**config.mk**
```make
export PLATFORM = sky130hd
export DESIGN_NAME = program_loader
export DESIGN_NICKNAME = d
export VERILOG_FILES = /design/src/fetch_pkg.sv /design/src/program_loader.sv
export SDC_FILE = /design/constraint.sdc
export NUM_CORES = 1
export LEC_CHECK = 0
export BUFFER_PORTS_ARGS = -buffer_cell sky130_fd_sc_hd__buf_2
export CORE_MARGIN = 1
export CORE_UTILIZATION = 27
export CTS_CLUSTER_SIZE = 28
export DETAILED_ROUTE_END_ITERATION = 7
export GPL_TIMING_DRIVEN = 1
export PLACE_DENSITY = 0.78
export SYNTH_ARGS = -nofsm -noshare
export SYNTH_HDL_FRONTEND = slang
export SYNTH_SLANG_ARGS = --single-unit
```
**constraint.sdc**
```tcl
create_clock -name clock -period 1.3 [get_ports clock]
set_input_delay 0.13 -clock clock [delete_from_list [all_inputs] [get_ports clock]]
set_output_delay 0.13 -clock clock [all_outputs]
set_load 0.02 [all_outputs]
```
**src/fetch_pkg.sv**
```systemverilog
// -------------------------------------------------------------------------
// Shared definitions for the fetch front end: instruction layout, memory
// sizes and the opcode and host region encodings. Referenced by scope only.
// -------------------------------------------------------------------------

package fetch_pkg;

    // -------------------------------------------------------------------------
    // Instruction format, from the top bit down: opcode, D, A, B

    localparam int instr_width  = 32;
    localparam int opcode_width = 4;
    localparam int d_width      = 10;
    localparam int a_width      = 9;
    localparam int b_width      = 9;
    localparam int d_half_width = 5;

    // Field positions
    localparam int b_lsb      = 0;
    localparam int a_lsb      = b_lsb + b_width;
    localparam int d_lsb      = a_lsb + a_width;
    localparam int opcode_lsb = d_lsb + d_width;

    // -------------------------------------------------------------------------
    // Memory sizes

    localparam int imem_addr_width = 8;
    localparam int imem_depth      = 256;

    localparam int thread_count = 4;
    localparam int thread_width = 2;

    // One sixteen-entry table per thread, packed into a single RAM
    localparam int ctrl_width      = 8;
    localparam int cmem_addr_width = thread_width + opcode_width;
    localparam int cmem_depth      = 64;

    // Host configuration port
    localparam int host_addr_width = 10;
    localparam int host_data_width = 32;

    // -------------------------------------------------------------------------
    // Encodings

    typedef enum logic [opcode_width-1:0] {
        op_nop  = 4'h0,
        op_add  = 4'h1,
        op_sub  = 4'h2,
        op_and  = 4'h3,
        op_or   = 4'h4,
        op_xor  = 4'h5,
        op_shl  = 4'h6,
        op_shr  = 4'h7,
        op_mul  = 4'h8,
        op_ld   = 4'h9,
        op_st   = 4'ha,
        op_jmp  = 4'hb,
        op_jz   = 4'hc,
        op_jnz  = 4'hd,
        op_call = 4'he,
        op_ret  = 4'hf
    } opcode_e;

    // Top two bits of the host address
    typedef enum logic [1:0] {
        region_imem   = 2'b00,
        region_cmem   = 2'b01,
        region_unlock = 2'b10,
        region_none   = 2'b11
    } host_region_e;

endpackage

```
**src/program_loader.sv**
```systemverilog
// -------------------------------------------------------------------------
// Host configuration block. Decodes host writes into instruction memory,
// opcode table and unlock register writes; locked tables ignore writes.
// -------------------------------------------------------------------------

`timescale 1ns/1ps

module program_loader (
    input  logic                                  clock,
    input  logic                                  rst_n,
    input  logic                                  host_wren,
    input  logic [fetch_pkg::host_addr_width-1:0] host_addr,
    input  logic [fetch_pkg::host_data_width-1:0] host_data,
    output logic                                  imem_wren,
    output logic [fetch_pkg::imem_addr_width-1:0] imem_write_addr,
    output logic [fetch_pkg::instr_width-1:0]     imem_write_data,
    output logic                                  cmem_wren,
    output logic [fetch_pkg::cmem_addr_width-1:0] cmem_write_addr,
    output logic [fetch_pkg::ctrl_width-1:0]      cmem_write_data
);

    fetch_pkg::host_region_e             region;
    logic [fetch_pkg::thread_width-1:0]  target_thread;
    logic [fetch_pkg::thread_count-1:0]  unlock_q;
    logic                                unlock_wren;

    // -------------------------------------------------------------------------
    // Address decode

    assign region = fetch_pkg::host_region_e'(
        host_addr[fetch_pkg::host_addr_width-1 -: 2]);

    // Thread sits just above the opcode in the table address
    assign target_thread = host_addr[fetch_pkg::cmem_addr_width-1 -: fetch_pkg::thread_width];

    assign unlock_wren = host_wren && (region == fetch_pkg::region_unlock);

    assign imem_wren       = host_wren && (region == fetch_pkg::region_imem);
    assign imem_write_addr = host_addr[fetch_pkg::imem_addr_width-1:0];
    assign imem_write_data = host_data[fetch_pkg::instr_width-1:0];

    assign cmem_wren       = host_wren && (region == fetch_pkg::region_cmem)
                             && unlock_q[target_thread];
    assign cmem_write_addr = host_addr[fetch_pkg::cmem_addr_width-1:0];
    assign cmem_write_data = host_data[fetch_pkg::ctrl_width-1:0];

    // -------------------------------------------------------------------------
    // Unlock register, one bit per thread, all locked out of reset

    always_ff @(posedge clock or negedge rst_n) begin
        if (!rst_n) begin
            unlock_q <= '0;
        end else if (unlock_wren) begin
            unlock_q <= host_data[fetch_pkg::thread_count-1:0];
        end
    end

    // One host write targets one memory at most
    one_target_a : assert property (
        @(posedge clock) disable iff (!rst_n)
        !(imem_wren && cmem_wren)
    ) else $error("host write hit both memories");

endmodule

```
---- Word-level counts from Yosys, hierarchy flattened ----
Index checks and enable logic that the tools add are counted.
cells by class
  add/subtract/negate cells ............... 0
  order comparisons ....................... 1
  shifts and indexed selects .............. 0
  divide/modulo/power cells ............... 0
  equal/unequal tests ..................... 2
  mux-type cells .......................... 2
  bitwise logic cells ..................... 0
  multiply operators ...................... 0
  reduce and logical (&&, ||, !) cells .... 5
operators by type and width
  cell                number
  $logic_and 1x1->1   4
  $lt 2x3->1 const B  1
  $bmux 1 s2          1
  $eq 2x1->1 const B  1
  $eq 2x2->1 const B  1
  $logic_not 2->1     1
  $mux 1              1
storage, ports and cells
  input port bits ......................... 45
  latch bits .............................. 0
  logic and storage cells ................. 11
  bits in registers ....................... 4
  bits in read-only memories .............. 0
  output and inout bits ................... 56
  bits in writable memories ............... 0
  memories kept ........................... 0

---- Depth between registers and ports, before layout ----
  word-level depth ........................ 3
  mapped depth ............................ 2
  gate-level depth less buffers ........... 2

---- Least setup slack after synthesis ----
OpenSTA, ideal clock, no wires.
  path kind ............................... reg-to-output
  start ................................... reg unlock_q[3] (netlist name)
  end ..................................... out cmem_wren
  buffers on the path ..................... 0
  arrival ................................. 1.053 ns
  slack ................................... 0.117 ns
  cell stages (with the launch flop) ...... 3
  required time ........................... 1.170 ns
  path through ............................ dfrtp_1 -> mux4_2 -> and4b_1
between the ends
  word-level cells in the longest chain between the ends .. 3
RTL lines
  what                          RTL line              RTL
  start, declared               program_loader.sv:24  logic [fetch_pkg::thread_count-1:0] unlock_q;
  start signal, assigned        program_loader.sv:54  unlock_q <= host_data[fetch_pkg::thread_count-1:0];
  $bmux 1 s2                    program_loader.sv:43  && unlock_q[target_thread];
  $mux 1 (not written as such)  program_loader.sv:43
  $logic_and 1x1->1             program_loader.sv:43
  end, declared                 program_loader.sv:17  output logic cmem_wren,
No other way between the ends. The select of a mux whose other input is x is not followed.

---- Final worst setup path ----
Same ends and word-level chain as after synthesis.

==> flow_summary.yaml <==
timing:
  maxSlewViolCount: 0
  setup_violations: 1
  max_freq_mhz: 660
  min_period_ps: 1510
  fin_ws_ps: -214
  finClkSkew_ps: 0
  tightest_slew_ps: 206
  timing.slew.headroom_pct: 86.3
  rsz0062_at_grt: "yes"
  whs_ps: 163
  hold_violations: 0
  post-route-period-util_pct: 116
floorplanning:
  pin_count: 101
  coreArea_um2: 2020
  start_util_pct: 29.6
  die_w_um: 49.1
  fp-row-count: 16
  die-area_um2: 2410
  die_h_um: 49.1
clocking:
  cts_tree: "done"
  post_cts_buffers: 0
  clock_sinks: 4
  numCtsBuffers: 3
  clk_latency_ps: 230
  cts_buffer_depth: 2
  clock-root-buffer: "clkbuf_4"
  clk_pin_slew_ps: 40
  htreeDepth: 1
layout:
  reg.largest.list: "unlock_q (4)"
  drive_gt1_share_pct: 80.0
  diodes: 0
  top_register: "unlock_q"
  nFillCells: 217
  area.growth.synth_to_final_pct: -35.6
  finalNetCount: 87
  largest_reg_flops: 4
detailed_routing:
  via_count: 253
  wl_per_cell_um: 11.9
  drtAntennaViolNets: 0
  vias_per_cell: 3.78
  drc_errors: 0
  first_pass_iters: 3
  routed_wirelength_um: 798
  dr.first_iter.drc_count: 1
synth:
  syn_area_um2: 598
  syn_nets: 111
  ys_types: 7
  synth_seq_cells: 4
  syn_inst: 66
  synthTopCellsByArea: "buf_4 (68%), dfrtp_1 (17%), mux2_2 (7.5%)"
  synth_top_area_share_pct: 67.8
  yosysSeqAreaShare_pct: 16.7
  syn_area_per_cell_um2: 9.06
  yosysWarnings: 0
  yosysTopAreaCell: "buf_4"
power_and_ir_drop:
  power_density_nw_per_um2: 1110
  finalPower_uw: 428
  ir_drop_v: 0.000427
  leakagePower_uw: 0.000196
placed_design:
  place_ws_ps: -13.2
  gp_congestion: 0.603
  port_buffers: 24
critical_path:
  worstPathRequired_ps: 1170
  r2r_cells: 1
  rr_endpoint: "unlock_q[0]"
  reg2reg_from: "unlock_q[0]"
  crit_path_cell_trace: "mux4_2 > and4b_1 > buf_6"
  cp.arrival_ps: 1380
  regToRegSetupSlack_ps: 540
  cp-start-kind: "flop"
  cp_max_fo: 2
  critPathSlowestCell: "mux4_2"
  crit_type: "flop to primary output"
  critPathTopFamily: "multiplexers"
  end_kind: "primary output"
  cp_num_buf_inv: 1
  critPathMaxStageDelay_ps: 470
worst_hold_path:
  hold_path.class: "primary input to flop"
  hp-start: "host_data[1]"
  hold_depth: 2
  holdPathEnd: "unlock_q[1]"
global_routing:
  globalRouteTotalUtil_pct: 6.77
  grt_max_degree: 5
  grt_pass1_wl_um: 1150
  overflow: 0
  grt_pass1_vias: 271
  antenna_found_initial: 0
status:
  failed_checks: "negative setup slack"
  outcome: "complete, but fails checks"
flow_run:
  cap_violations: 0
## report_power, final
group          internal (uW)  switching, uW  total, uW
Clock                    103           45.8        149
Sequential               149           11.1        160
Combinational           61.0           58.4        119
Total                    313            115        428
## area by class of cell
class,count,area [um2],share of cell area (%)
tap,27,33.8,8.77
sequential,4,100,26.0
timing repair buffer,25,136,35.4
clock buffer,3,22.5,5.84
multi-input combinational,8,92.6,24.0
## synthesized netlist by cell type (all sizes together)
master / number
and4b: 1
buf: 54
dfrtp: 4
mux2: 4
mux4: 1
nand3b: 1
nor3b: 1
## kinds of logic after synthesis
| family | synth area share, % |
|---|---|
| mux | 11.3 |
| flops | 16.7 |
| buf+inv | 67.8 |
| simple gates | 4.19 |
## layout by cell type, fill, tap and decap left out, drive strengths merged
master       synthesis  final
buf                 54     24
mux2                 4      4
dfrtp                4      4
clkbuf               0      3
mux4                 1      1
and4b                1      1
nand3b               1      1
nor3b                1      1
dlygate4sd3          0      1
## through the flow
stage / TNS (ps) / cells / area [um2] / util (%)
detailed placement: -13.2 / 63 / 347 / 17.1
finish: -214 / 67 / 385 / 19.1
global route: -273 / 67 / 385 / 19.1
floorplan: 0 / 66 / 598 / -
global placement: 0 / 63 / 347 / 17.1
CTS: -238 / 67 / 385 / 19.1
## routing by layer
metal | track usage, % | up-vias | part of all wire (%)
met2 | 11.0 | 36 | 52
met5 | 0 | - | 0
met3 | 4.36 | 12 | 20
met4 | 12.3 | 0 | 6.8
met1 | 3.20 | 102 | 21
li1 | - | 103 | -
## timing repair
item | CTS | global route
gates resized for setup | 2 | 0
pin swaps | 1 | 0
hold buffers | 1 | 0
endpoints found under the setup margin | 1 | 1
hold endpoints to repair | 4 | 0
gates cloned | 0 | 0
## worst max path at each step
stage          slack (ps)  depth (start not counted)        start        end
2_1_floorplan         120                          2  unlock_q[3]  cmem_wren
3_3_place_gp           30                          3  unlock_q[3]  cmem_wren
3_5_place_dp          -10                          3  unlock_q[3]  cmem_wren
4_1_cts              -240                          3  unlock_q[3]  cmem_wren
5_1_grt              -270                          3  unlock_q[0]  cmem_wren
6_report             -210                          3  unlock_q[3]  cmem_wren
Power figures use the tool's default switching activity.
